--- config.mk ---
export PLATFORM = sky130hd
export DESIGN_NAME = pixel_merge
export DESIGN_NICKNAME = d
export VERILOG_FILES = /design/src/cube_pkg.sv /design/src/pixel_merge.sv
export VERILOG_INCLUDE_DIRS = /design/src
export SDC_FILE = /design/constraint.sdc
export NUM_CORES = 1
export LEC_CHECK = 0
export ABC_AREA = 1
export BUFFER_PORTS_ARGS = -buffer_cell sky130_fd_sc_hd__buf_2
export CORE_ASPECT_RATIO = 1.25
export CORE_MARGIN = 3
export CORE_UTILIZATION = 32
export DETAILED_ROUTE_END_ITERATION = 12
export PLACE_DENSITY_LB_ADDON = 0.1
export SLEW_MARGIN = 10
export SYNTH_ARGS = -nofsm -noshare
export SYNTH_HDL_FRONTEND = slang
export SYNTH_SLANG_ARGS = --single-unit
--- constraint.sdc ---
create_clock -name clk_100m -period 0.8 [get_ports clk_100m]
set_input_delay 0.04 -clock clk_100m [delete_from_list [all_inputs] [get_ports clk_100m]]
set_output_delay 0.04 -clock clk_100m [all_outputs]
set_load 0.05 [all_outputs]
--- src/cube_macros.svh ---
// ##########################################################################
// cube renderer sizes, display timing, engine and edge counts
// ##########################################################################

`ifndef CUBE_MACROS_SVH
`define CUBE_MACROS_SVH

`define CORDW      16   // signed screen coordinate width

// framebuffer, same as the visible area
`define FB_WIDTH   160
`define FB_HEIGHT  120

// horizontal timing in pixels
`define H_FRONT    8
`define H_SYNC     16
`define H_BACK     16

// vertical timing in lines
`define V_FRONT    2
`define V_SYNC     2
`define V_BACK     4

`define CIDXW      4    // colour index
`define CHANW      4    // per colour channel

`define N_ENGINES  3    // line engines in the bank
`define LINE_CNT   9    // cube edges

`endif

--- src/cube_pkg.sv ---
// ##########################################################################
// cube renderer shared types: coordinates, colours, FSM states
// ##########################################################################

`default_nettype none

`include "cube_macros.svh"

package cube_pkg;

    typedef logic signed [`CORDW-1:0] coord_t;  // screen / fb position
    typedef logic [`CIDXW-1:0] cidx_t;          // palette index
    typedef logic [`CHANW-1:0] chan_t;          // one of r, g, b

    // edge dispatcher
    typedef enum logic [2:0] {
        IDLE,
        WAIT_FRAME,
        ISSUE,
        WAIT_DONE,
        FINISHED
    } dispatch_state_t;

    // Bresenham engine
    typedef enum logic [1:0] {
        L_IDLE,
        L_INIT,
        L_DRAW
    } line_state_t;

endpackage

`default_nettype wire

--- src/pixel_merge.sv ---
// ##########################################################################
// pixel merger: fixed priority grant of the single framebuffer write
// port, lowest drawing engine wins, write registered
// ##########################################################################

`default_nettype none
`timescale 1ns/1ps

`include "cube_macros.svh"

module pixel_merge import cube_pkg::*; (
    input  wire logic                  clk_100m,
    input  wire logic                  rst,
    input  wire logic [`N_ENGINES-1:0] eng_drawing,
    input  wire coord_t                eng_x [`N_ENGINES],
    input  wire coord_t                eng_y [`N_ENGINES],
    input  wire cidx_t                 eng_cidx [`N_ENGINES],
    output logic [`N_ENGINES-1:0]      eng_oe,     // grant
    output logic                       fb_we,
    output coord_t                     fb_x,
    output coord_t                     fb_y,
    output cidx_t                      fb_cidx
);

    logic [`N_ENGINES-1:0] grant;
    coord_t sel_x, sel_y;
    cidx_t  sel_cidx;

    // isolate lowest set bit, then mux the granted pixel
    always_comb begin
        grant    = eng_drawing & (~eng_drawing + 1'b1);
        sel_x    = '0;
        sel_y    = '0;
        sel_cidx = '0;
        for (int i = 0; i < `N_ENGINES; i++) begin
            if (grant[i]) begin
                sel_x    = eng_x[i];
                sel_y    = eng_y[i];
                sel_cidx = eng_cidx[i];
            end
        end
        eng_oe = grant;  // others hold their pixel
    end

    always_ff @(posedge clk_100m) begin
        fb_we   <= |grant;
        fb_x    <= sel_x;
        fb_y    <= sel_y;
        fb_cidx <= sel_cidx;
        if (rst) fb_we <= 1'b0;
    end

endmodule

`default_nettype wire

; Word level (Yosys, flattened, before mapping)
; Index checks and enable logic that the tools add are counted.
[classes]
multipliers = 0
addsub = 1
muxes = 9
n_eq_ne = 0
order_cmp = 0
bitwise_logic = 2
shift = 0
div = 0
n_reduce_logical = 1
[ops]
columns = op, n
row1 = 2-to-1 mux 16 bit, 6
row2 = 2-to-1 mux 4 bit, 3
row3 = "adder 3 x 1 -> 3 bit, second input constant", 1
row4 = AND 3 bit, 1
row5 = inverter 3 bit, 1
row6 = OR reduction 3 bit, 1
[word_totals]
ff_bits = 37
latchBits = 0
rom_bits = 0
n_memories = 0
in_bits = 113
ram_bits = 0
word_cells = 17

; Longest topological paths before layout
[logic_depth]
word_depth = 6
mapped_depth = 4
mapped_depth_nobuf = 3

; Least setup slack after synthesis
; OpenSTA, ideal clock, no wires.
[synth_path]
kind = input-to-output
start = input eng_drawing[2]
end = output eng_oe[2]
path_slack_ns = -0.541
arrival_ns = 1.301
t_required_ns = 0.760
stages = 3
path_buffers = 1
path_cell_list = buf_2 -> inv_1 -> nor3_1
[synth_via]
elab_chain_cells = 3
[synth_lines]
columns = element, line_no
row1 = from (decl), pixel_merge.sv:14  ; input wire logic [`N_ENGINES-1:0] eng_drawing,
row2 = inverter 3 bit, pixel_merge.sv:31  ; grant = eng_drawing & (~eng_drawing + 1'b1);
row3 = adder 3 x 1 -> 3 bit, pixel_merge.sv:31
row4 = AND 3 bit (*), pixel_merge.sv:31
row5 = to (decl), pixel_merge.sv:18  ; output logic [`N_ENGINES-1:0] eng_oe,
; Mark *: on every way between the ends. The rest lies on a longest branch, timed or not.

; Final worst setup path
[layout_path]
start = register fb_cidx[2]
end = output fb_cidx[2]
[layout_rtl]
columns = element, line_no
row1 = from (decl), pixel_merge.sv:22  ; output cidx_t fb_cidx
row2 = from (signal assigned), pixel_merge.sv:49  ; fb_cidx <= sel_cidx;
; No word-level cell between the ends.

==> flow_summary.yaml <==
run_status:
  outcome: "complete, but fails checks"
  violations: "setup timing"
route:
  wl_per_cell_um: 16.2
  drc: 0
  drt_iter0_drc: 175
  drtAntennaViolNets: 0
  dr_total_vias: 2601
  wl_mm: 8.35
  via_per_inst: 5.03
  drtPass1Iterations: 7
clock_network:
  cts_num_sinks: 37
  cts_buffers: 5
  clockBufferDepth: 2
  root_buffer: "clkbuf_8"
  post_cts_buffers: 0
  clkTransAtPathRegs_ps: 70
  htree_levels: 2
  cts_tree: "built"
timing:
  hold_viol_final: 0
  min_period_ps: 818
  slew_viol_final: 0
  finalCritPeriodShare_pct: 102
  slew_headroom_pct: 58.6
  grt_setup_unrepaired: "true"
  worst_slack_ps: -18.4
  finalSetupViolCount: 22
  fmax_mhz: 1220
  worst_slew_pin_slew_ps: 620
setup_path:
  crit_arrival_ps: 780
  crit_family: "flip-flops"
  worstPathMaxFanout: 1
  cp-start-kind: "flip-flop"
  worstSetupEndpointType: "output pin"
  crit_chain: "buf_8"
  crit_type: "flip-flop to output pin"
  slowest_stage: "dfxtp_2"
  crit_buf_inv: 1
  crit_required_ps: 760
  max_stage_delay_ps: 350
floorplanning:
  die_h_um: 84.8
  start_util_pct: 33.3
  rows: 28
  die_x_um: 69.0
  ioPinCount: 153
  dieArea_um2: 5850
  core_um2: 4760
synthesis:
  async_reset_ff_share_pct: 0
  yosysUniqueCellTypes: 12
  netlist.area_leader.share_pct: 46.7
  synth_nets: 320
  synth.area.top_cells: "dfxtp_1 47%, nand3_1 34%, nand2_1 8.5%"
  synth_top_cell_by_area: "dfxtp_1"
  synthTopCellsByCount: "108 x nand3_1, 37 x dfxtp_1, 36 x nand2_1"
  synth-seq-area-share_pct: 46.7
  synthCells: 207
  synth-seq-cells: 37
  synth_enable_flop_cells: 0
  avgSynthCellArea_um2: 7.67
  synth.most_common_cell: "nand3_1"
  synth_ff_type: "dfxtp_1"
  ys_warn_count: 0
  netlist_area_um2: 1590
power:
  ir_worst_vdd_mv: 0.918
  cellPowerDensity_nw_per_um2: 1460
  swShare_pct: 32.8
  seqPwrFrac_pct: 37.7
  p_comb_share_pct: 39.2
  pwr-share-clk_pct: 23.1
  p_int_mw: 3.84
  p_switching_mw: 1.88
  leakage_nw: 1.89
finish:
  layout.nets: 570
  antennaDiodeCount: 0
  stdcell_area_um2: 3930
  drive_gt1_share_pct: 45.7
  area_growth_pct: 147
flow_run:
  cap_violations: 0
min_path:
  hold_path_class: "input pin to flip-flop"
  hp-start: "eng_x[25]"
  min_path_cells: 3
  hold-path-endpoint: "fb_x[9]"
global_routing:
  grt_antenna_before_repair: 0
  track_usage_pct: 27.9
  grt_pass1_wl_mm: 13.0
  overflow: 0
  grt_pass1_vias: 2764
  grt_start_max_net_pins: 37
place:
  dp_hpwl_mm: 4.22
  place_area_um2: 2420
  dp_slack_ps: -188
  port_buffers: 152
  gp_congestion: 0.798
-- logic make-up (layout without fill, tap and decap cells) --
| family | after synthesis | in the layout | share of synthesized area [%] |
|---|---|---|---|
| AO/OA/AOI/OAI | 1 | 1 | 0.315 |
| buffers and inverters | 22 | 272 | 9.22 |
| flip-flops | 37 | 37 | 46.7 |
| AND/OR/NAND/NOR | 147 | 147 | 43.8 |
-- power by group through the flow --
stage | Sequential, mW | Clock (mW) | Combinational, mW
floorplan | 2.68 | 0 | 0.359
global placement | 2.08 | 0 | 1.48
detailed placement | 2.08 | 0 | 1.49
CTS | 2.14 | 1.35 | 2.14
global route | 2.17 | 1.42 | 2.35
finish | 2.16 | 1.32 | 2.24
-- registers in the layout, indices dropped and copies added (netlist names) --
register  count
fb_y         16
fb_we         1
fb_x         16
fb_cidx       4
-- cell type report --
| cell class | count | area (um^2) |
|---|---|---|
| repair buffers | 262 | 2260 |
| fillers | 289 | 837 |
| flip-flops and latches | 37 | 787 |
| multi-input cells | 148 | 708 |
| clock buffers | 7 | 86.3 |
| well taps | 60 | 75.1 |
| inverters | 3 | 11.3 |
-- routing by layer --
| layer | routed length (um) | up-vias | global-route usage [%] |
|---|---|---|---|
| met5 | 0 | - | 0 |
| met3 | 603 | 48 | 7.43 |
| met2 | 4450 | 163 | 50.7 |
| met1 | 2790 | 1180 | 28.4 |
| met4 | 515 | 0 | 16.3 |
| li1 | - | 1210 | - |
-- worst max-delay path by stage --
stage | start | to | slack [ps] | cells past startpoint
2_1_floorplan | eng_drawing[0] | eng_oe[2] | -120 | 2
3_3_place_gp | eng_drawing[0] | fb_y[8] | -160 | 4
3_5_place_dp | eng_drawing[0] | fb_y[11] | -190 | 4
4_1_cts | fb_y[3] | fb_y[3] | -20 | 1
5_1_grt | fb_cidx[2] | fb_cidx[2] | -40 | 1
6_report | fb_cidx[2] | fb_cidx[2] | -20 | 1
-- through the flow --
step | total power, mW | instances | hold WS, ps | util [%] | setup TNS, ps
floorplan | 3.04 | 207 | 109 | - | -119
global placement | 3.57 | 410 | 202 | 50.8 | -4940
detailed placement | 3.57 | 410 | 207 | 50.8 | -5820
CTS | 5.62 | 517 | 1.14 | 81.1 | -302
global route | 5.94 | 517 | 16.2 | 82.4 | -1080
finish | 5.72 | 517 | 7.19 | 82.4 | -127
-- timing repair --
action,CTS,global route
hold buffers,100,0
endpoints found under the hold margin,37,0
setup endpoints to repair,37,38
resized for setup,132,18
-- placed cells by master (no fill, tap or decap) --
master / count
inv_1: 2
nor2_4: 1
clkbuf_8: 6
nand3_1: 108
inv_2: 1
buf_12: 4
nor2_2: 1
dlygate4sd3_1: 100
a21oi_1: 1
buf_8: 37
clkbuf_1: 1
nand2_1: 36
dfxtp_2: 37
buf_2: 114
buf_4: 7
nor3_2: 1
Note: power is estimated with default switching activity, not from simulation.
