[config.mk]
export PLATFORM = sky130hd
export DESIGN_NAME = draw_line
export DESIGN_NICKNAME = d
export VERILOG_FILES = /design/src/cube_pkg.sv /design/src/draw_line.sv
export VERILOG_INCLUDE_DIRS = /design/src
export SDC_FILE = /design/constraint.sdc
export NUM_CORES = 1
export LEC_CHECK = 0
export BUFFER_PORTS_ARGS = -buffer_cell sky130_fd_sc_hd__clkbuf_2
export CORE_ASPECT_RATIO = 1.25
export CORE_MARGIN = 1
export CORE_UTILIZATION = 53
export CTS_BUF_LIST = sky130_fd_sc_hd__clkbuf_8
export DETAILED_ROUTE_END_ITERATION = 8
export PLACE_DENSITY = 0.72
export SLEW_MARGIN = 10
export SYNTH_ARGS = -nofsm -noshare
export SYNTH_HDL_FRONTEND = slang
export SYNTH_SLANG_ARGS = --single-unit
[constraint.sdc]
create_clock -name clk_100m -period 14.6 [get_ports clk_100m]
set_clock_uncertainty 0.2 [all_clocks]
set_input_delay 2.19 -clock clk_100m [delete_from_list [all_inputs] [get_ports clk_100m]]
set_output_delay 2.19 -clock clk_100m [all_outputs]
set_load 0.02 [all_outputs]
[src/cube_macros.svh]
// ##########################################################################
// cube renderer sizes, display timing, engine and edge counts
// ##########################################################################

`ifndef CUBE_MACROS_SVH
`define CUBE_MACROS_SVH

`define CORDW      16   // signed screen coordinate width

// framebuffer, same as the visible area
`define FB_WIDTH   160
`define FB_HEIGHT  120

// horizontal timing in pixels
`define H_FRONT    8
`define H_SYNC     16
`define H_BACK     16

// vertical timing in lines
`define V_FRONT    2
`define V_SYNC     2
`define V_BACK     4

`define CIDXW      4    // colour index
`define CHANW      4    // per colour channel

`define N_ENGINES  3    // line engines in the bank
`define LINE_CNT   9    // cube edges

`endif

[src/cube_pkg.sv]
// ##########################################################################
// cube renderer shared types: coordinates, colours, FSM states
// ##########################################################################

`default_nettype none

`include "cube_macros.svh"

package cube_pkg;

    typedef logic signed [`CORDW-1:0] coord_t;  // screen / fb position
    typedef logic [`CIDXW-1:0] cidx_t;          // palette index
    typedef logic [`CHANW-1:0] chan_t;          // one of r, g, b

    // edge dispatcher
    typedef enum logic [2:0] {
        IDLE,
        WAIT_FRAME,
        ISSUE,
        WAIT_DONE,
        FINISHED
    } dispatch_state_t;

    // Bresenham engine
    typedef enum logic [1:0] {
        L_IDLE,
        L_INIT,
        L_DRAW
    } line_state_t;

endpackage

`default_nettype wire

[src/draw_line.sv]
// ##########################################################################
// Bresenham line engine: one pixel per accepted cycle, both end points
// included, done pulses after the last pixel is taken
// ##########################################################################

`default_nettype none
`timescale 1ns/1ps

module draw_line import cube_pkg::*; #(
    parameter int CORDW = 16
) (
    input  wire logic                    clk_100m,
    input  wire logic                    rst,
    input  wire logic                    start,
    input  wire logic                    oe,       // pixel accepted
    input  wire logic signed [CORDW-1:0] x0,
    input  wire logic signed [CORDW-1:0] y0,
    input  wire logic signed [CORDW-1:0] x1,
    input  wire logic signed [CORDW-1:0] y1,
    output logic signed [CORDW-1:0]      x,
    output logic signed [CORDW-1:0]      y,
    output logic                         drawing,
    output logic                         done
);

    line_state_t state;
    logic signed [CORDW-1:0] xe, ye;          // end point
    logic signed [CORDW:0]   dx, dy, err;     // dy kept negative
    logic signed [CORDW:0]   dx_raw, dy_raw;
    logic signed [CORDW:0]   dx_abs, dy_neg;
    logic signed [CORDW:0]   err_nxt;
    logic signed [CORDW+1:0] e2;
    logic right, down;                        // step directions
    logic step_x, step_y;
    logic last;

    // setup terms from the latched end points
    always_comb begin
        dx_raw = {xe[CORDW-1], xe} - {x[CORDW-1], x};
        dy_raw = {ye[CORDW-1], ye} - {y[CORDW-1], y};
        dx_abs = (dx_raw < 0) ? -dx_raw : dx_raw;
        dy_neg = (dy_raw < 0) ? dy_raw : -dy_raw;
    end

    always_comb begin
        e2      = {err, 1'b0};
        step_x  = (e2 >= dy);
        step_y  = (e2 <= dx);
        err_nxt = err;
        if (step_x) err_nxt = err_nxt + dy;
        if (step_y) err_nxt = err_nxt + dx;
        last    = (x == xe) && (y == ye);
        drawing = (state == L_DRAW);
    end

    always_ff @(posedge clk_100m) begin
        done <= 1'b0;
        case (state)
            L_INIT: begin
                right <= (dx_raw >= 0);
                down  <= (dy_raw >= 0);
                dx    <= dx_abs;
                dy    <= dy_neg;
                err   <= dx_abs + dy_neg;
                state <= L_DRAW;
            end
            L_DRAW: begin
                if (oe) begin  // otherwise hold the pixel
                    if (last) begin
                        state <= L_IDLE;
                        done  <= 1'b1;
                    end else begin
                        if (step_x) x <= right ? x + 1'b1 : x - 1'b1;
                        if (step_y) y <= down ? y + 1'b1 : y - 1'b1;
                        err <= err_nxt;
                    end
                end
            end
            default: begin  // L_IDLE
                if (start) begin
                    x     <= x0;
                    y     <= y0;
                    xe    <= x1;
                    ye    <= y1;
                    state <= L_INIT;
                end
            end
        endcase
        if (rst) begin
            state <= L_IDLE;
            done  <= 1'b0;
        end
    end

endmodule

`default_nettype wire

After elaboration in Yosys (flattened, before gate mapping)
Index checks and enable logic that the tools add are counted.

storage, ports and cells
  flip-flop bits (word level) = 120
  latch bits = 0
  RAM bits = 0
  memory bits (read-only) = 0
  input port bits = 68
  logic and storage cells = 76
  memories kept = 0

cells by class
  add/subtract/negate cells = 11
  multipliers = 0
  div/mod/pow operators = 0
  $lt $le $gt $ge = 6
  equality and inequality tests = 9
  shift operators = 0
  muxes and demuxes = 24
  bitwise logic cells = 4
  reductions and logical operators = 11

operators with widths
  cell                                                                    count
  16-bit two-way mux                                                      10
  17-bit two-way mux                                                      6
  16-bit one-hot mux with 2 select lines                                  2
  17-bit adder                                                            3
  17-bit by 1-bit >= comparator with 1-bit output, second input constant  2
  17-bit by 1-bit < comparator with 1-bit output, second input constant   2
  17-bit negator                                                          2
  17-bit one-hot mux with 2 select lines                                  1
  16-bit by 16-bit subtractor with 17-bit output                          2
  16-bit by 1-bit adder with 16-bit output, second input constant         2
  16-bit == test                                                          2
  16-bit by 1-bit subtractor with 16-bit output, second input constant    2
  18-bit by 17-bit >= comparator with 1-bit output                        1
  18-bit by 17-bit <= comparator with 1-bit output                        1
  5-bit AND reduction                                                     2
  2-bit two-way mux                                                       3
  2-bit by 1-bit != test with 1-bit output, second input constant         3
  3-bit AND reduction                                                     2
  2-bit != test, second input constant                                    2
  1-bit NOT                                                               4
  2-bit one-hot mux with 2 select lines                                   1
  2-bit nonzero test                                                      2
  3-bit nonzero test                                                      1
  3-bit OR reduction                                                      1
  6 further kinds                                                         6

Longest topological paths before layout
  depth after elaboration = 7
  mapped depth = 24
  mapped depth without buffers = 23

Worst setup path before layout
OpenSTA, ideal clock, no wires.

  path type = register to register
  start = register x[0]
  end = register err[16], data pin
  setup time = 0.268 ns
  arrival time = 4.917 ns
  data required time = 14.132 ns
  setup slack = 9.216 ns
  stages on the path, launching flop included = 23
  path buffers = 2
  cell sequence = edfxtp_1 -> ha_1 -> fa_1 -> nor2b_1 -> o31a_1 -> a211oi_1 -> o211ai_1 -> a21o_1 -> clkbuf_1 -> clkbuf_1 -> a21oi_1 -> fa_1 -> a21o_1 -> a21oi_1 -> nor2b_1 -> o21a_1 -> nor4_1 -> o31ai_1 -> nand3_1 -> nor3b_1 -> o31ai_1 -> and4_1 -> o31ai_2

between the ends
  cells in the longest elaborated chain, start to end = 5

ends and longest elaborated chain
  item                                                                              line             text
  start: declaration                                                                draw_line.sv:20  output logic signed [CORDW-1:0] x,
  start signal: assignment                                                          draw_line.sv:73  if (step_x) x <= right ? x + 1'b1 : x - 1'b1;
  16-bit by 16-bit subtractor with 17-bit output *                                  draw_line.sv:39  dx_raw = {xe[CORDW-1], xe} - {x[CORDW-1], x};
  17-bit negator or 17-bit by 1-bit < comparator with 1-bit output (tied branches)  draw_line.sv:41  dx_abs = (dx_raw < 0) ? -dx_raw : dx_raw;
  17-bit two-way mux *                                                              draw_line.sv:41
  net dx_abs[1]                                                                     draw_line.sv:30  logic signed [CORDW:0] dx_abs, dy_neg;
  17-bit adder *                                                                    draw_line.sv:64  err <= dx_abs + dy_neg;
  17-bit one-hot mux with 2 select lines *                                          draw_line.sv:58  case (state)
  end signal: assignment                                                            draw_line.sv:64
  end signal: assignment                                                            draw_line.sv:75  err <= err_nxt;
  end: declaration                                                                  draw_line.sv:28  logic signed [CORDW:0] dx, dy, err;

The timed path passes the listed nets; every way through them passes the cells marked *.
A chain may end at the register's enable or synchronous reset.

Worst setup path after layout
  start = register y[0]
  end = register err[16], data pin

between the ends
  cells in the longest elaborated chain, start to end = 5

ends and longest elaborated chain
  item                                                                              line             text
  start: declaration                                                                draw_line.sv:21  output logic signed [CORDW-1:0] y,
  start signal: assignment                                                          draw_line.sv:74  if (step_y) y <= down ? y + 1'b1 : y - 1'b1;
  start signal: assignment                                                          draw_line.sv:82  y <= y0;
  16-bit by 16-bit subtractor with 17-bit output *                                  draw_line.sv:40  dy_raw = {ye[CORDW-1], ye} - {y[CORDW-1], y};
  17-bit negator or 17-bit by 1-bit < comparator with 1-bit output (tied branches)  draw_line.sv:42  dy_neg = (dy_raw < 0) ? dy_raw : -dy_raw;
  17-bit two-way mux *                                                              draw_line.sv:42
  net dy_neg[1]                                                                     draw_line.sv:30
  17-bit adder *                                                                    draw_line.sv:64
  17-bit one-hot mux with 2 select lines *                                          draw_line.sv:58

Marks and branches as above.

==> summary.txt <==
Synthesis
  – Yosys top cell area share: 31.05%
  – Yosys cell types: 82
  – Count of state elements after synthesis: 120
  – Synth Flop Type: edfxtp_1
  – Synthesized area per cell: 9.429 µm²
  – Register area share after synthesis: 31.58%
  – Count of warnings emitted by yosys: 0
  – Post-synth EDFFs: 117
  – Netlist Area Pre-Place: 11310 µm²
  – Area contributors post-synth: edfxtp_1 31%, ha_1 16%, xnor2_1 5.7%, a21oi_1 4.5%, inv_1 3.6%
  – Mapped Cells: 1200
  – Synthesized Nets: 1422
  – FFs w/ async S/R, synth: 0%
  – Largest area contributor in the netlist: edfxtp_1

Status
  – Status: finished, final reports clean

Clock tree
  – CTS max path bufs: 2
  – Post-CTS sizing: 0
  – Clk_lat worst skew: 0.46 ns
  – CTS tree: yes
  – Post-CTS Hold Buffers: 0
  – Setup bufs post-CTS: 0
  – Clk pin slew, worst setup/hold paths: 0.07 ns
  – CTS root buf: clkbuf_8
  – Clk sinks: 120
  – CTS buffer count: 17
  – H-tree levels: 4

Critical path
  – CP delay by family, top: compound AO/OA/AOI/OAI gates
  – CP Cell Sequence: ha_1 > fa_1 > nand2b_1 > a2111oi_2 > nor2_2 > o211ai_1 > nand2_1 > o21ai_1 > a21oi_1 > fa_1 > a21o_1 > a21oi_1 > nor2b_1 > o21a_1 > nor4_1 > o31ai_1 > nand3_1 > nor3b_1 > o31ai_1 > and4_1 > o31ai_2
  – CP required: 14.57 ns
  – WP buf/inv: 0
  – CP max stage delay: 0.50 ns
  – Critical path arrival: 6.02 ns
  – CP max-delay cell: fa_1
  – Critical path class: flop to flop
  – Crit start category: flop
  – CP Max Fanout: 13
  – CP Capture Type: flop

Layout
  – P&R area growth vs syn: 10.86%
  – Antenna cells: 0
  – Share of layout cells above drive strength 1: 15.46%
  – Nets: 1522
  – Commonest non-fill, non-tap cell in the layout: ha_1
  – Commonest non-fill, non-tap cells in the layout: 146 x ha_1, 117 x edfxtp_1, 111 x inv_1

Floorplanning
  – Initial Utilization: 54.16%
  – Cell row count: 59
  – Die Area: 21940 µm²
  – Die height: 165.4 µm
  – Core ar.: 20890 µm²
  – Die X: 132.7 µm
  – I/O pin cnt: 102

STA
  – Max Clk Rate: 165.3 MHz
  – Slew headroom: 29.29%
  – Worst-margin pin slew: 1.055 ns
  – Min Tclk post-route: 6.051 ns
  – Final period utilization: 41.45%
  – Setup ws final: 8.549 ns
  – RSZ-0062 raised after global routing: no
  – Endpoints failing hold: 0
  – Setup TNS Final: 0 ns
  – Slew Viols, Final: 0
  – Setup Viol. Count Final: 0

Routing
  – DR vias: 9136
  – Antenna-violating nets left: 0
  – Met2 WL: 13090 µm
  – Vias per cell: 5.757
  – Uppermost routed layer: met4
  – DRT Pass-1 Iters: 5
  – Met1 WL: 11630 µm
  – DRT Wirelength: 26410 µm
  – Initial DRC Count: 509
  – Met3 WL: 936 µm
  – Post-route DRC: 0
  – Average wire per standard cell: 16.64 µm

Global route
  – Vias in the first global route: 9067
  – All-layer global routing usage: 24.70%
  – Largest net degree at the start of global routing: 69
  – Initial antenna violation count: 0
  – First-pass GRT wire length: 42730 µm
  – Grt ovf: 0

Placement
  – Buffers on Ports: 101
  – Post-DP HPWL: 20860 µm
  – Place WS: 8.554 ns
  – Final GP Congestion: 0.9007

Worst hold path
  – Worst min path class: flop to flop

Flow run
  – Max Cap Viol: 0
==> flip-flops by register name (all words and copies together) (netlist names) <==
register,cells
state,2
ye,16
dx,17
dy,17
down,1
err,17
xe,16
y,16
x,16
right,1
done,1
==> worst min-delay path, delay by kind of cell (launching register included) <==
kind | cells | cell delay, ns
simple gates | 2 | 0.10
buf+inv | 1 | 0.08
compound gates | 1 | 0.11
flops | 1 | 0.33
==> stage by stage <==
step | instances | utilization, % | instance area, µm² | hold slack, ns
2_1_floorplan | 1200 | - | 11310 | 0.3788
3_3_place_gp | 1555 | 58.03 | 12120 | 0.4283
3_5_place_dp | 1555 | 58.03 | 12120 | 0.4376
4_1_cts | 1587 | 60.04 | 12540 | 0.4512
5_1_grt | 1587 | 60.04 | 12540 | 0.4802
6_report | 1587 | 60.04 | 12540 | 0.4543
==> synthesized netlist by cell type (24+ instances only) <==
master	n
nand2_1	51
edfxtp_1	117
a21o_1	35
xor2_1	31
xnor2_1	74
ha_1	147
o21a_1	24
inv_1	108
a21oi_1	101
mux2_2	30
o21ai_0	52
nor2_1	86
==> kinds of logic after synthesis <==
family | after synthesis | share of synthesized area, %
compound gates | 341 | 19.98
xor+xnor | 106 | 8.272
fa+ha+maj | 154 | 17.49
buf+inv | 135 | 4.622
flops | 120 | 31.58
mux | 40 | 3.870
simple gates | 304 | 14.18
==> worst paths after layout <==
check                start       end  slack [ns]  cells after the start
setup reg to reg      y[0]   err[16]        8.55                     21
hold / removal    state[0]  state[0]        0.45                      4
setup / recovery      y[0]   err[16]        8.55                     21
hold reg to reg   state[0]  state[0]        0.45                      4
==> layer usage <==
layer / up-vias / GRT usage, %
li1: 4643 / -
met1: 4238 / 29.28
met2: 213 / 44.47
met3: 42 / 3.480
met4: 0 / 11.02
met5: - / 0
==> layout make-up <==
cell class | count | area, µm²
inverter | 108 | 405.4
clock buffer | 21 | 289.0
sequential | 120 | 3573
tap | 274 | 342.8
fill | 1782 | 8348
timing repair buffer | 108 | 558.0
clock inverter | 11 | 131.4
multi-input combinational | 945 | 7243
Power is left out: the tool's default activity adds up to more than one toggle a clock period on the data nets, which glitch-free logic cannot reach.
