File: config.mk
export PLATFORM = sky130hd
export DESIGN_NAME = line_dispatch
export DESIGN_NICKNAME = d
export VERILOG_FILES = /design/src/cube_pkg.sv /design/src/line_dispatch.sv
export VERILOG_INCLUDE_DIRS = /design/src
export SDC_FILE = /design/constraint.sdc
export NUM_CORES = 1
export LEC_CHECK = 0
export BUFFER_PORTS_ARGS = -buffer_cell sky130_fd_sc_hd__buf_2
export CORE_ASPECT_RATIO = 0.5
export CORE_MARGIN = 2
export CORE_UTILIZATION = 46
export CTS_CLUSTER_SIZE = 10
export DETAILED_ROUTE_END_ITERATION = 8
export PLACE_DENSITY = 0.82
export SETUP_SLACK_MARGIN = 0.4
export SYNTH_ARGS = -nofsm -noshare
export SYNTH_HDL_FRONTEND = slang
export SYNTH_SLANG_ARGS = --single-unit
File: constraint.sdc
create_clock -name clk_100m -period 3.2 [get_ports clk_100m]
set_input_delay 0.32 -clock clk_100m [delete_from_list [all_inputs] [get_ports clk_100m]]
set_output_delay 0.32 -clock clk_100m [all_outputs]
set_load 0.005 [all_outputs]
File: src/cube_macros.svh
// ##########################################################################
// cube renderer sizes, display timing, engine and edge counts
// ##########################################################################

`ifndef CUBE_MACROS_SVH
`define CUBE_MACROS_SVH

`define CORDW      16   // signed screen coordinate width

// framebuffer, same as the visible area
`define FB_WIDTH   160
`define FB_HEIGHT  120

// horizontal timing in pixels
`define H_FRONT    8
`define H_SYNC     16
`define H_BACK     16

// vertical timing in lines
`define V_FRONT    2
`define V_SYNC     2
`define V_BACK     4

`define CIDXW      4    // colour index
`define CHANW      4    // per colour channel

`define N_ENGINES  3    // line engines in the bank
`define LINE_CNT   9    // cube edges

`endif

File: src/cube_pkg.sv
// ##########################################################################
// cube renderer shared types: coordinates, colours, FSM states
// ##########################################################################

`default_nettype none

`include "cube_macros.svh"

package cube_pkg;

    typedef logic signed [`CORDW-1:0] coord_t;  // screen / fb position
    typedef logic [`CIDXW-1:0] cidx_t;          // palette index
    typedef logic [`CHANW-1:0] chan_t;          // one of r, g, b

    // edge dispatcher
    typedef enum logic [2:0] {
        IDLE,
        WAIT_FRAME,
        ISSUE,
        WAIT_DONE,
        FINISHED
    } dispatch_state_t;

    // Bresenham engine
    typedef enum logic [1:0] {
        L_IDLE,
        L_INIT,
        L_DRAW
    } line_state_t;

endpackage

`default_nettype wire

File: src/line_dispatch.sv
// ##########################################################################
// edge dispatcher: holds the cube edge table and hands each edge, with
// its colour, to the lowest free line engine after a frame start
// ##########################################################################

`default_nettype none
`timescale 1ns/1ps

`include "cube_macros.svh"

module line_dispatch import cube_pkg::*; (
    input  wire logic                  clk_100m,
    input  wire logic                  rst,
    input  wire logic                  draw_en,
    input  wire logic                  frame,
    input  wire cidx_t                 line_cidx,
    input  wire logic [`N_ENGINES-1:0] eng_done,
    input  wire logic [`N_ENGINES-1:0] eng_busy,   // engine drawing
    output logic [`N_ENGINES-1:0]      eng_start,
    output coord_t                     eng_x0 [`N_ENGINES],
    output coord_t                     eng_y0 [`N_ENGINES],
    output coord_t                     eng_x1 [`N_ENGINES],
    output coord_t                     eng_y1 [`N_ENGINES],
    output cidx_t                      eng_cidx [`N_ENGINES],
    output logic                       draw_done
);

    localparam int LID_W = $clog2(`LINE_CNT);
    localparam int CNT_W = $clog2(`LINE_CNT + 1);

    // cube edges in 160x120 space, front face first
    localparam coord_t EDGE_X0 [`LINE_CNT] = '{ 65, 115, 115,  65,  65,  45,  45,  45,  95};
    localparam coord_t EDGE_Y0 [`LINE_CNT] = '{ 45,  45,  95,  95,  95,  75,  25,  25,  25};
    localparam coord_t EDGE_X1 [`LINE_CNT] = '{115, 115,  65,  65,  45,  45,  65,  95, 115};
    localparam coord_t EDGE_Y1 [`LINE_CNT] = '{ 45,  95,  95,  45,  75,  25,  45,  25,  45};

    dispatch_state_t state;
    logic [LID_W-1:0] line_id;         // next edge to issue
    logic [CNT_W-1:0] done_cnt;        // edges finished so far
    logic [CNT_W-1:0] done_sum;
    logic [`N_ENGINES-1:0] eng_pend;   // started, drawing not yet seen
    logic [`N_ENGINES-1:0] eng_free;
    logic [`N_ENGINES-1:0] free_oh;    // lowest free engine
    logic issue;

    always_comb begin
        eng_free = ~(eng_busy | eng_pend | eng_start);
        free_oh  = eng_free & (~eng_free + 1'b1);
        issue    = (state == ISSUE) && (|eng_free);
        done_sum = done_cnt;
        for (int i = 0; i < `N_ENGINES; i++) begin
            if (eng_done[i]) begin
                done_sum = done_sum + 1'b1;  // several may finish together
            end
        end
    end

    // per engine start strobe and edge registers
    always_ff @(posedge clk_100m) begin
        for (int i = 0; i < `N_ENGINES; i++) begin
            eng_start[i] <= issue && free_oh[i];
            if (issue && free_oh[i]) begin
                eng_x0[i]   <= EDGE_X0[line_id];
                eng_y0[i]   <= EDGE_Y0[line_id];
                eng_x1[i]   <= EDGE_X1[line_id];
                eng_y1[i]   <= EDGE_Y1[line_id];
                eng_cidx[i] <= line_cidx;
                eng_pend[i] <= 1'b1;
            end else if (eng_busy[i]) begin
                eng_pend[i] <= 1'b0;
            end
        end
        if (rst) begin
            eng_start <= '0;
            eng_pend  <= '0;
        end
    end

    always_ff @(posedge clk_100m) begin
        case (state)
            IDLE: begin
                line_id  <= '0;
                done_cnt <= '0;
                state    <= WAIT_FRAME;
            end
            WAIT_FRAME: if (frame && draw_en) state <= ISSUE;
            ISSUE: begin
                done_cnt <= done_sum;
                if (issue) begin
                    if (line_id == LID_W'(`LINE_CNT - 1)) begin
                        state <= WAIT_DONE;  // whole table handed out
                    end else begin
                        line_id <= line_id + 1'b1;
                    end
                end
            end
            WAIT_DONE: begin
                done_cnt <= done_sum;
                if (done_sum == CNT_W'(`LINE_CNT)) begin
                    state     <= FINISHED;
                    draw_done <= 1'b1;
                end
            end
            FINISHED: draw_done <= 1'b1;  // held until reset
            default: state <= IDLE;
        endcase
        if (rst) begin
            state     <= IDLE;
            line_id   <= '0;
            done_cnt  <= '0;
            draw_done <= 1'b0;
        end
    end

endmodule

`default_nettype wire

* Word-level counts from Yosys, hierarchy flattened
Memory sizes are Yosys's and may differ from the RTL's.
Cells that the tools add are included.
** Cells by class
- Add/sub/neg operators :: 5
- Reductions and logical operators :: 17
- Magnitude comparators :: 1
- Bitwise operators :: 7
- Mux-type cells :: 28
- Eq/ne operators :: 11
** Operators by type and width (count)
- 2-to-1 mux 16 bit :: 8
- 2-to-1 mux 4 bit :: 5
- adder 4 x 1 -> 4 bit, second input constant :: 4
- one-hot mux 4 bit (2 select lines) :: 2
- one-hot mux 3 bit (5 select lines) :: 1
- 2-to-1 mux 3 bit :: 4
- nonzero test 2 bit :: 6
- equality test 4 bit, second input constant :: 2
- != test 2 bit, second input constant :: 4
- 2-to-1 mux 1 bit :: 7
- equality test 3 x 2 -> 1 bit, second input constant :: 2
- NOT 3 bit :: 2
- OR 3 bit :: 2
- greater-or-equal comparator 5 bit, second input constant :: 1
- logical AND 1 bit :: 5
- NOT 4 -> 5 bit :: 1
- AND reduction 5 bit :: 1
- adder 3 x 1 -> 3 bit, second input constant :: 1
- AND 3 bit :: 1
- equality test 3 x 1 -> 1 bit, second input constant :: 1
- equality test 3 bit, second input constant :: 1
- logical NOT 3 bit :: 1
- AND reduction 3 bit :: 1
- OR reduction 3 bit :: 1
- 5 further kinds :: 5
** Word-level totals
- ROM bits :: 1024
- Output and inout port bits :: 208
- Bits of input ports :: 14
- Register bits after elaboration :: 222
- Word-level logic and storage cells :: 96
- Memories kept :: 4
** Memory list
- (name not given) :: words 16, bits a word 16, rd ports 1, clocked after memory_dff 0, wr ports 0, line line_dispatch.sv:66 : eng_y1[i] <= EDGE_Y1[line_id];
- (name not given) :: words 16, bits a word 16, rd ports 1, clocked after memory_dff 0, wr ports 0, line line_dispatch.sv:65 : eng_x1[i] <= EDGE_X1[line_id];
- (name not given) :: words 16, bits a word 16, rd ports 1, clocked after memory_dff 0, wr ports 0, line line_dispatch.sv:64 : eng_y0[i] <= EDGE_Y0[line_id];
- (name not given) :: words 16, bits a word 16, rd ports 1, clocked after memory_dff 0, wr ports 0, line line_dispatch.sv:63 : eng_x0[i] <= EDGE_X0[line_id];

* Logic depth before layout (Yosys ltp)
- Word-level depth :: 9
- Mapped depth :: 12

* Worst setup path before layout
OpenSTA, ideal clock, no wires.
- Path kind :: reg-to-reg
- Start point :: reg done_cnt[1]
- End point :: reg state[0]
- Required time :: 3078 ps
- Cell stages (with the launch flop) :: 12
- Buffers on the path :: 0
- Arrival time :: 2259 ps
- Slack :: 818 ps
- Setup time :: 122 ps
- Cells stage by stage :: dfxtp_1 > ha_1 > mux2_4 > o22ai_1 > a21oi_1 > ha_1 > nand2b_1 > o32ai_1 > mux2i_1 > inv_1 > and2_4 > o211ai_2
** Between the ends
- Word-level cells in the longest chain between the ends :: 9
** RTL lines
- start, declared :: line line_dispatch.sv:39 : logic [CNT_W-1:0] done_cnt;
- start signal, assigned :: line line_dispatch.sv:88 : done_cnt <= done_sum;
- start signal, assigned :: line line_dispatch.sv:98 : done_cnt <= done_sum;
- adder 4 x 1 -> 4 bit :: line line_dispatch.sv:53 : done_sum = done_sum + 1'b1;
- 2-to-1 mux 4 bit (*) :: line line_dispatch.sv:52 : if (eng_done[i]) begin
- adder 4 x 1 -> 4 bit :: line line_dispatch.sv:53
- 2-to-1 mux 4 bit (*) :: line line_dispatch.sv:52
- adder 4 x 1 -> 4 bit :: line line_dispatch.sv:53
- 2-to-1 mux 4 bit (*) :: line line_dispatch.sv:52
- equality test 4 bit (*) :: line line_dispatch.sv:99 : if (done_sum == CNT_W'(`LINE_CNT)) begin
- != test 2 bit (no source line) (*)
- AND reduction 5 bit (no source line) (*)
- end signal, assigned :: line line_dispatch.sv:100 : state <= FINISHED;
- end signal, assigned :: line line_dispatch.sv:105 : default: state <= IDLE;
- end signal, assigned :: line line_dispatch.sv:108 : state <= IDLE;
- end, declared :: line line_dispatch.sv:37 : dispatch_state_t state;
Every way passes the cells marked *; elsewhere a longest branch is shown, timed or not.
A chain may end at the register's enable or synchronous reset.

* Worst setup path after layout
- Start point :: reg done_cnt[1]
- End point :: reg state[1]
The elaborated chain is that of the path after synthesis.

==> run metrics <==
vias in the first global route 2,123; Internal Pwr Total 2050 uW; Psw 759 uW; leading area contributor after synthesis edfxtp_1; outcome finished clean; worst path required time 3.40 ns; number of synthesized register bits 78; CTS tree done; # fillers 769; clk_lat worst skew 0.33 ns; Die X 141 um; warnings from Yosys 0; Synth Area in Adders 2.62%; Async SR Flop Fraction 0%; Post-Synth Simple-Gate Area 9.91%; Peak VDD IR 0.000359 V; Tot Pwr 2810 uW; largest fanout on the critical path 7; # rows 24; All-Layer GR Usage 13.1%; Reg area 2160 sq um; DIE AREA 10,200 sq um; multi-input logic area 1430 sq um; Compound-Gate Fraction of Synth Area 6.47%; largest family of logic cells by synthesized area buffers and inverters; Worst Path Arrival 2.81 ns; Clock Tree Buf Depth 2; Post-Route WL 7.11 mm; power share of the clock group 38.7%; crit start category flip-flop; xor/xnor share of the synthesized area 1.84%; Slew headroom 40.0%; Synth cell types 50; initial antenna violation count 0; RSZ-0062 raised after global routing false; Final Cycle Share 81.5%; Sw Share 27.0%; CTS root buffer clkbuf_16; mean post-synth cell area 11.3 sq um; final setup vio count 0; Post-CTS Resized 0; Lkg Pwr 0.00198 uW; Max Fclk 0.383 GHz; buffer count from post-CTS setup fixing 0; mux contribution to synthesized area 1.54%; Post-synth top cells buf_4, edfxtp_1, nor2_1, dfxtp_1, nand2_1; DRC viols 0; global route overflow 0; Sink Count 78; Tmin final 2.61 ns; share of layout cells above drive strength 1 27.2%; synth-to-layout area growth 6.94%; ys flop type edfxtp_1; Synth Cell Area 4290 sq um; power per cell area 612 nW/um^2; register share of total power 44.6%; MaxCap Viol Count 0; Initial Util 48.3%; HP Class input port to flip-flop; Layout Utilization 51.6%; Seq/Total Area, Yosys 50.4%; Post-synth EDFFs 60; detailed-route vias per instance 4.20; area share of the largest cell type after synthesis 42.0%; total CTS buffers 9; placed insts 565; H-tree Lvls 3; Worst setup EP type flip-flop; setup_tns 0 ns; WL/cell 12.2 um; CTS clk-pin slew, worst paths 0.06 ns; first-pass GRT wire length 10.3 mm; Routed Antenna Nets 0; Port Buffer Count 95; top cells by area, synth edfxtp_1, buf_4, dfxtp_1; DR pass1 iterations 4; # IOs 222; DR iter-0 viols 117; Die Ht 72.3 um; non-filler cells, final 581; largest net degree at the start of global routing 21; Final Hold Vio Count 0; critical path type flip-flop to flip-flop; Clock Skew 0.00702 ns; Hold-fix buffers, CTS 0; ANT cells 0; slew of the pin with the lowest slew margin 0.899 ns; core box area 8890 sq um; most numerous cell in the Yosys netlist buf_4; Final GP Congestion 0.736; Final Max Slew Viols 0; routed vias 2,440; Layout Nets 482; combinational share of power 16.7%; dpl hpwl 5.16 mm; Post-Synthesis Cells 380
==> worst paths after layout <==
| check | startpoint | endpoint | slack, ns | cells past startpoint |
|---|---|---|---|---|
| max | done_cnt[1] | state[1] | 0.59 | 11 |
| min | line_cidx[2] | eng_cidx[2] | 0.20 | 1 |
| max reg2reg | done_cnt[1] | state[1] | 0.59 | 11 |
| min reg2reg | eng_pend[2] | eng_pend[2] | 0.47 | 2 |
==> power groups by stage <==
| stage | registers [uW] | logic [uW] | clock network, uW |
|---|---|---|---|
| finish | 1250 | 469 | 1090 |
| global route | 1260 | 528 | 1150 |
| CTS | 1250 | 470 | 1110 |
| detailed placement | 1270 | 467 | 0 |
| global placement | 1270 | 454 | 0 |
| floorplan | 1240 | 495 | 0 |
==> worst max-delay path: stages, from the launching register on <==
cell,delay (ns)
dfxtp_1,0.49
ha_1,0.34
mux2_4,0.28
o22ai_1,0.15
a21oi_1,0.08
ha_1,0.30
nand2b_1,0.17
o32ai_1,0.23
mux2i_1,0.11
inv_1,0.10
and2_4,0.16
a31oi_4,0.07
==> logic make-up after synthesis <==
family / count (synthesis)
buf+inv: 163
flops: 78
simple gates: 78
compound gates: 35
fa+ha+maj: 9
xor+xnor: 9
mux: 6
other cells: 2
==> registers in the layout, summed over array words and instances, names as in the netlist <==
name       cells
eng_y1        12
done_cnt       4
state          3
eng_x1        12
eng_start      3
eng_pend       3
eng_cidx      12
line_id        4
draw_done      1
eng_x0        12
eng_y0        12
==> routing by layer <==
layer,wire (um),share of wire (%),vias to the layer above,GRT usage (%)
met5,0,0,-,0
met4,76,1.1,0,4.33
met3,598,8.4,4,4.69
met2,3570,50,124,23.6
met1,2860,40,1140,14.8
li1,-,-,1172,-
==> cell usage in the layout (no fill, tap or decap), drive strengths merged, types with 4 or more instances in the layout <==
cell type / instances
conb: 126
buf: 96
edfxtp: 60
nor2: 22
dfxtp: 18
nand2: 14
inv: 12
nand2b: 12
a21oi: 11
clkbuf: 10
ha: 9
nor2b: 8
nor3: 6
xnor2: 6
mux2i: 4
a22oi: 4
==> cell type report <==
| class | count | area share, % |
|---|---|---|
| tap | 117 | 3.19 |
| clock buffer | 10 | 4.99 |
| sequential | 78 | 47.1 |
| multi-input combinational | 263 | 31.2 |
| inverter | 11 | 0.899 |
| timing repair buffer | 96 | 10.5 |
| clock inverter | 6 | 2.04 |
==> per-stage QoR <==
stage / hold WS [ns] / worst slack (ns) / area, sq um
2_1_floorplan: 0.419 / 0.818 / 4760
3_3_place_gp: 0.458 / 0.647 / 4270
3_5_place_dp: 0.465 / 0.553 / 4270
4_1_cts: 0.190 / 0.538 / 4590
5_1_grt: 0.191 / 0.449 / 4590
6_report: 0.199 / 0.591 / 4590
Power figures use the tool's default switching activity.
