`config.mk`:
```
export PLATFORM = sky130hd
export DESIGN_NAME = display_timings
export DESIGN_NICKNAME = d
export VERILOG_FILES = /design/src/cube_pkg.sv /design/src/display_timings.sv
export VERILOG_INCLUDE_DIRS = /design/src
export SDC_FILE = /design/constraint.sdc
export NUM_CORES = 1
export LEC_CHECK = 0
export ABC_AREA = 0
export BUFFER_PORTS_ARGS = -buffer_cell sky130_fd_sc_hd__clkbuf_2
export CORE_ASPECT_RATIO = 0.8
export CORE_MARGIN = 10
export CORE_UTILIZATION = 25
export DETAILED_ROUTE_END_ITERATION = 7
export GPL_ROUTABILITY_DRIVEN = 0
export SLEW_MARGIN = 0
export SYNTH_ARGS = -nofsm -noshare
export SYNTH_HDL_FRONTEND = slang
export SYNTH_SLANG_ARGS = --single-unit
```
`constraint.sdc`:
```
create_clock -name clk_100m -period 4.2 [get_ports clk_100m]
set_input_delay 0.63 -clock clk_100m [delete_from_list [all_inputs] [get_ports clk_100m]]
set_output_delay 0.63 -clock clk_100m [all_outputs]
set_load 0.01 [all_outputs]
```
`src/cube_macros.svh`:
```
// ##########################################################################
// cube renderer sizes, display timing, engine and edge counts
// ##########################################################################

`ifndef CUBE_MACROS_SVH
`define CUBE_MACROS_SVH

`define CORDW      16   // signed screen coordinate width

// framebuffer, same as the visible area
`define FB_WIDTH   160
`define FB_HEIGHT  120

// horizontal timing in pixels
`define H_FRONT    8
`define H_SYNC     16
`define H_BACK     16

// vertical timing in lines
`define V_FRONT    2
`define V_SYNC     2
`define V_BACK     4

`define CIDXW      4    // colour index
`define CHANW      4    // per colour channel

`define N_ENGINES  3    // line engines in the bank
`define LINE_CNT   9    // cube edges

`endif

```
`src/cube_pkg.sv`:
```
// ##########################################################################
// cube renderer shared types: coordinates, colours, FSM states
// ##########################################################################

`default_nettype none

`include "cube_macros.svh"

package cube_pkg;

    typedef logic signed [`CORDW-1:0] coord_t;  // screen / fb position
    typedef logic [`CIDXW-1:0] cidx_t;          // palette index
    typedef logic [`CHANW-1:0] chan_t;          // one of r, g, b

    // edge dispatcher
    typedef enum logic [2:0] {
        IDLE,
        WAIT_FRAME,
        ISSUE,
        WAIT_DONE,
        FINISHED
    } dispatch_state_t;

    // Bresenham engine
    typedef enum logic [1:0] {
        L_IDLE,
        L_INIT,
        L_DRAW
    } line_state_t;

endpackage

`default_nettype wire

```
`src/display_timings.sv`:
```
// ##########################################################################
// display timing generator: screen position, data enable, active high
// syncs and a single cycle frame start at 0,0
// ##########################################################################

`default_nettype none
`timescale 1ns/1ps

`include "cube_macros.svh"

module display_timings import cube_pkg::*; (
    input  wire logic clk_100m,
    input  wire logic rst,
    output coord_t    sx,      // horizontal position
    output coord_t    sy,      // vertical position
    output logic      de,      // visible area
    output logic      hsync,
    output logic      vsync,
    output logic      frame    // start of frame
);

    // active area first, then front porch, sync and back porch
    localparam int H_ACT        = `FB_WIDTH;
    localparam int H_SYNC_START = H_ACT + `H_FRONT;
    localparam int H_SYNC_END   = H_SYNC_START + `H_SYNC;
    localparam int H_TOTAL      = H_SYNC_END + `H_BACK;

    localparam int V_ACT        = `FB_HEIGHT;
    localparam int V_SYNC_START = V_ACT + `V_FRONT;
    localparam int V_SYNC_END   = V_SYNC_START + `V_SYNC;
    localparam int V_TOTAL      = V_SYNC_END + `V_BACK;

    // position counters
    always_ff @(posedge clk_100m) begin
        if (sx == H_TOTAL - 1) begin
            sx <= '0;
            if (sy == V_TOTAL - 1) begin
                sy <= '0;
            end else begin
                sy <= sy + 1'b1;  // next line
            end
        end else begin
            sx <= sx + 1'b1;
        end
        if (rst) begin
            sx <= '0;
            sy <= '0;
        end
    end

    always_comb begin
        de    = (sx < H_ACT) && (sy < V_ACT);
        hsync = (sx >= H_SYNC_START) && (sx < H_SYNC_END);
        vsync = (sy >= V_SYNC_START) && (sy < V_SYNC_END);
        frame = (sx == 0) && (sy == 0);
    end

endmodule

`default_nettype wire

```
== Word-level counts from Yosys, hierarchy flattened ==
Cells that the tools add are included.
Word-level totals
  output and inout bits: 36
  flip-flop bits (word level): 32
  input port bits: 2
  word-level logic and storage cells: 20
Cells by class
  order comparisons: 6
  add/subtract/negate cells: 2
  reduce and logical (&&, ||, !) cells: 7
  muxes and demuxes: 1
  eq/ne operators: 2
Operators with widths (number)
  $logic_not 32->1: 2
  $add 16x1->16 const B: 2
  $lt 16x8->1 const B: 2
  $lt 16x9->1 const B: 2
  $eq 16x8->1 const B: 1
  $eq 16x9->1 const B: 1
  $ge 16x8->1 const B: 1
  $ge 16x9->1 const B: 1
  $mux 16: 1
  $logic_and 1x1->1: 4
  $reduce_or 2->1: 1

== Depth between registers and ports, before layout ==
Gate-level depths: netlist of the first run.
  depth in word-level cells: 2
  depth in mapped cells: 6
  mapped depth without buffers: 5

== Least setup slack after synthesis of the first run ==
OpenSTA, ideal clock, no wires.
  path type: register to output
  start: reg sx[12]
  end: out frame
  stages on the path, launching flop included: 5
  required time: 3.570 ns
  path slack: 1.392 ns
  data arrival time: 2.178 ns
  buffers on the path: 0
  path through: dfxtp_1 -> or4_4 -> or4_1 -> or4_1 -> nor4_2
Between the ends
  longest elaborated chain between the ends: 2
Ends and longest elaborated chain
  start: declaration: line display_timings.sv:14  | output coord_t sx,
  start signal: assignment: line display_timings.sv:43  | sx <= sx + 1'b1;
  $logic_not 32->1: line display_timings.sv:55  | frame = (sx == 0) && (sy == 0);
  $logic_and 1x1->1: line display_timings.sv:55
  end: declaration: line display_timings.sv:19  | output logic frame
Every way passes these cells.

== Worst setup path after layout of the first run ==
Ends and elaborated chain as after synthesis.

==> results.json, run 1 <==
{
  "cap_viol_max_count": 0,
  "post_dp_cell_area_um2": 2030,
  "min_from": "sx[0]",
  "slew_headroom_pct": 41.8,
  "drc": 0,
  "cts_tree": "yes",
  "grt_pass1_vias": 1649,
  "tns_ns": 0,
  "layout_setup_ws_ns": 0.955,
  "dr_wl_met2_mm": 2.36,
  "vias_per_cell": 5.23,
  "fin_crit_ns": 3.25,
  "area_delta_synth_final_pct": 21.6,
  "dieArea_um2": 10800,
  "clk_latency_ns": 0.28,
  "grt_max_degree": 18,
  "cts_root_buf": "clkbuf_8",
  "layout_commonest_cell": "clkbuf_2",
  "seq_area_frac_synth_pct": 36.4,
  "antenna_found_initial": 0,
  "diodes": 0,
  "final_cell_mix": "37 x clkbuf_2, 32 x dfxtp_1, 22 x nor2_1, 12 x nand3_1, 10 x o31ai_1",
  "criticalPathCategory": "flop to primary output",
  "yosysWarningCount": 0,
  "synth.distinct_cells": 41,
  "synth_flop_cell": "dfxtp_1",
  "rrSetupSlack_ns": 1.84,
  "io_buffers": 37,
  "wl_per_cell_um": 15.8,
  "final_antenna_net_count": 0,
  "die_h_um": 95.1,
  "p_clk_share_pct": 43.4,
  "cpPeakStageDelay_ns": 0.57,
  "end_kind": "primary output",
  "cts_buffers": 5,
  "critPathBufInv": 1,
  "ioPinCount": 38,
  "grt_util_all_layers_pct": 9.76,
  "comb_power_share_pct": 8.8,
  "cts_setup_buffers": 0,
  "cp-start-kind": "flop",
  "clk_path_buf_depth": 2,
  "path_cells": "or4_4 > or4_1 > or4_1 > nor4_2 > clkbuf_2",
  "setup_viol": 0,
  "required_ns": 3.57,
  "critPathSlowestCell": "or4_4",
  "worst_pin_slew_ns": 0.865,
  "hold_depth": 1,
  "p_int_mw": 0.510,
  "r2r-start": "sx[8]",
  "yosys.area.top_type": "dfxtp_1",
  "netlist_instances": 210,
  "cts-resized-gates": 0,
  "dr_wl_met3_um": 153,
  "r2r-end": "sy[6]",
  "core-area_um2": 6860,
  "drt_iter0_markers": 109,
  "cp_common_cell": "or4_1",
  "layout-drive-gt1-share_pct": 23.2,
  "dp_hpwl_mm": 3.97,
  "crit_path_max_fanout": 6,
  "p_leak_nw": 0.834,
  "syn-num-nets": 216,
  "synth_area_per_cell_um2": 8.39,
  "grt_overflow": 0,
  "dieWidth_um": 114,
  "rsz0062_at_grt": "false",
  "slew_violations": 0,
  "switching_power_mw": 0.157,
  "p_seq_share_pct": 47.8,
  "rows": 27,
  "cp_top_family": "simple AND/OR/NAND/NOR gates",
  "clk_pin_slew_ns": 0.07,
  "start_util_pct": 25.7,
  "htree_num_levels": 2,
  "syn_area_um2": 1760,
  "final_core_util_pct": 31.2,
  "fin_skew_ns": 0.00316,
  "cts_hold_buffers": 0,
  "whs_ns": 0.492,
  "power.density_nw_per_um2": 312,
  "fin_crit_sh_pct": 77.3,
  "fmaxAchievable_mhz": 308,
  "crit_arrival_ns": 2.62,
  "synth_edf_count": 0,
  "fillCellCount": 727,
  "synthArstFlopShare_pct": 0,
  "hp-class": "flop to flop",
  "wl_met1_mm": 2.72,
  "ys_ff_latch": 32,
  "routed_wl_mm": 5.26,
  "final_net_count": 251,
  "grt_pass1_wl_mm": 8.62,
  "topRoutingLayerUsed": "met4",
  "final_cell_area_um2": 2140,
  "drt_pass1_iterations": 4,
  "clock-sinks": 32,
  "status": "finished, final reports clean",
  "switching_share_pct": 23.6,
  "vdd_ir_drop_max_mv": 0.162,
  "reg2reg_depth": 4,
  "dp_worst_setup_slack_ns": 1.25,
  "synth_top_area_share_pct": 36.4,
  "synthTopCellsByArea": "dfxtp_1 36%, nor2_1 4.7%, xnor2_1 4.5%",
  "num_vias": 1742,
  "hold_end": "sx[0]",
  "hold_viol_final": 0
}
[metrics by stage]
step                      instances  power, mW
after floorplan                 210      0.360
final                           333      0.668
after global placement          325      0.385
after CTS                       333      0.677
after global routing            333      0.692
after detailed placement        325      0.386
[worst max path at each step]
stage | from | endpoint | slack [ns] | cells past startpoint
after floorplan | sx[12] | frame | 1.39 | 4
after CTS | sx[14] | frame | 0.94 | 5
after detailed placement | sx[14] | frame | 1.25 | 5
after global placement | sx[12] | frame | 1.27 | 5
after global routing | sx[12] | frame | 0.86 | 5
final | sx[12] | frame | 0.95 | 5
[synth_stat cells (all sizes together) (2+ instances only)]
cell / count
ha: 4
and4: 6
a21oi: 6
nor2: 22
o211ai: 2
inv: 9
nor3: 9
nand4: 7
o2bb2ai: 3
o31ai: 10
buf: 3
xor2: 3
nand3: 12
or4: 7
dfxtp: 32
o21ai: 5
nand2: 9
or3: 7
nor2b: 3
a22o: 5
clkbuf: 8
xnor2: 9
and3: 7
nor4: 8
or4b: 2
and2: 2
[layout make-up]
| type | instances | area (µm²) | share of cell area (%) |
|---|---|---|---|
| multi-input combinational | 158 | 1050 | 49.1 |
| sequential | 32 | 641 | 29.9 |
| timing repair buffer | 39 | 200 | 9.35 |
| tap | 87 | 109 | 5.08 |
| clock buffer | 6 | 72.6 | 3.39 |
| clock inverter | 2 | 35.0 | 1.64 |
| inverter | 9 | 33.8 | 1.58 |
[power by group through the flow]
stage	registers (mW)	logic (mW)	clock network [mW]
after floorplan	0.326	0.0340	0
after global placement	0.326	0.0590	0
after detailed placement	0.326	0.0594	0
after CTS	0.319	0.0597	0.298
after global routing	0.320	0.0640	0.308
final	0.319	0.0591	0.289
[cell families (layout without fill, tap and decap cells)]
family / after synthesis / in the layout / share of synthesized area (%)
and+or+nand+nor: 105 / 105 / 35.2
muxes: 1 / 1 / 0.639
DFF: 32 / 32 / 36.4
xor gates and xnor gates: 12 / 12 / 5.97
AOI/OAI and AO/OA: 36 / 36 / 14.6
adders and majority gates: 4 / 4 / 2.84
buffers and inverters: 20 / 56 / 4.40
[per-layer routing]
metal,GRT usage (%),vias up
li1,-,852
met1,13.5,851
met2,14.7,37
met3,2.45,2
met5,0,-
met4,2.81,0
[registers in the layout (all words and copies together), names as in the netlist]
register and flops:
sx 16, sy 16
No activity file was read; power rests on OpenSTA's default activity.
==> run 2, diff against run 1 <==
clock period = 3.15 ns   (was 4.2 ns; I/O delays follow)
==> results.json, run 2 (synthesized netlist as in run 1, its figures left out) <==
{
  "final_cell_mix": "36 x clkbuf_2, 32 x dfxtp_1, 22 x nor2_1, 12 x nand3_1, 10 x o31ai_1",
  "cts_buffers": 5,
  "crit_arrival_ns": 2.56,
  "comb_power_share_pct": 9.5,
  "p_clk_share_pct": 39.7,
  "grt_pass1_vias": 1596,
  "top_regs": "sx: 16 flops, sy: 16 flops",
  "grt_max_degree": 18,
  "start_util_pct": 25.7,
  "status": "finished, final reports clean",
  "criticalPathCategory": "flop to primary output",
  "wl_per_cell_um": 15.5,
  "cts_setup_buffers": 0,
  "cap_viol_max_count": 0,
  "drt_pass1_iterations": 4,
  "layout_setup_ws_ns": 0.120,
  "drc": 0,
  "power.density_nw_per_um2": 391,
  "cts_root_buf": "clkbuf_8",
  "cpPeakStageDelay_ns": 0.57,
  "num_vias": 1743,
  "clk_pin_slew_ns": 0.06,
  "switching_power_mw": 0.215,
  "clock-sinks": 32,
  "grt_util_all_layers_pct": 9.79,
  "io_buffers": 37,
  "drt_iter0_markers": 80,
  "area_delta_synth_final_pct": 21.6,
  "crit_path_max_fanout": 6,
  "cp_common_cell": "or4_4",
  "tns_ns": 0,
  "fillCellCount": 738,
  "critPathSlowestCell": "or4_4",
  "fin_crit_ns": 3.03,
  "die_h_um": 95.1,
  "vdd_ir_drop_max_mv": 0.154,
  "final_net_count": 252,
  "cp_top_family": "simple AND/OR/NAND/NOR gates",
  "diodes": 0,
  "switching_share_pct": 25.7,
  "hold_viol_final": 0,
  "p_leak_nw": 0.834,
  "fin_crit_sh_pct": 96.2,
  "antenna_found_initial": 0,
  "p_int_mw": 0.622,
  "end_kind": "primary output",
  "clk_latency_ns": 0.28,
  "vias_per_cell": 5.22,
  "grt_pass1_wl_mm": 8.52,
  "hp-class": "flop to flop",
  "cts_tree": "yes",
  "slew_headroom_pct": 55.9,
  "p_seq_share_pct": 50.9,
  "htree_num_levels": 2,
  "path_cells": "or4_4 > or4_4 > or4_4 > nor4_2 > buf_2",
  "dp_worst_setup_slack_ns": 0.361,
  "required_ns": 2.68,
  "layout_commonest_cell": "clkbuf_2",
  "final_antenna_net_count": 0,
  "core-area_um2": 6860,
  "grt_overflow": 0,
  "ioPinCount": 38,
  "dieWidth_um": 114,
  "worst_pin_slew_ns": 0.655,
  "dp_hpwl_mm": 3.89,
  "fin_skew_ns": 0.00834,
  "rsz0062_at_grt": "false",
  "critPathBufInv": 1,
  "p_total_mw": 0.837,
  "layout-drive-gt1-share_pct": 24.7,
  "setup_viol": 0,
  "dieArea_um2": 10800,
  "fmaxAchievable_mhz": 330,
  "clk_path_buf_depth": 2,
  "cp-start-kind": "flop",
  "routed_wl_mm": 5.17,
  "slew_violations": 0,
  "rows": 27
}
[run 2: per-layer routing]
metal | GRT usage (%) | up-vias | part of all wire [%]
met1 | 13.7 | 833 | 50
li1 | - | 862 | -
met5 | 0 | - | 0
met4 | 2.50 | 0 | 0.77
met2 | 14.2 | 43 | 44
met3 | 3.08 | 5 | 5.4
[run 2: layout make-up]
cell class | instances | area, µm² | area share, %
Clock inverter | 2 | 10.0 | 0.467
Tap cell | 87 | 109 | 5.08
Sequential cell | 32 | 641 | 29.9
Clock buffer | 6 | 82.6 | 3.86
Timing Repair Buffer | 40 | 208 | 9.70
Inverter | 9 | 33.8 | 1.58
Multi-Input combinational cell | 158 | 1060 | 49.4
[run 2: power groups by stage]
stage,Sequential (mW),Combinational (mW),Clock (mW)
detailed placement,0.434,0.0789,0
global route,0.427,0.0873,0.357
CTS,0.425,0.0787,0.340
global placement,0.434,0.0789,0
finish,0.426,0.0792,0.332
floorplan,0.435,0.0454,0
[run 2: repair_timing]
| action | CTS | global route |
|---|---|---|
| hold buffers | 0 | 0 |
| setup endpoints to repair | 0 | 1 |
| resized for setup | 0 | 3 |
[run 2: worst register-to-register path: cells and delay by family, from the launching register on]
family             cells  cell delay, ns
DFF                    1            0.37
and+or+nand+nor        3            1.78
AOI/OAI and AO/OA      1            0.15
[run 2: through the flow]
stage	utilization (%)	hold WS (ns)	cell area [µm²]	instances
finish	31.2	0.499	2140	334
global route	31.2	0.556	2140	334
CTS	31.1	0.496	2130	334
detailed placement	29.8	0.469	2040	326
global placement	29.8	0.458	2040	326
floorplan	-	0.480	1760	210
[run 2: worst paths after layout]
| path | from | endpoint | slack (ns) | depth (start not counted) |
|---|---|---|---|---|
| setup / recovery | sx[12] | frame | 0.12 | 5 |
| hold / removal | sx[0] | sx[0] | 0.50 | 1 |
| setup reg to reg | sx[8] | sy[6] | 0.80 | 4 |
| hold reg to reg | sx[0] | sx[0] | 0.50 | 1 |
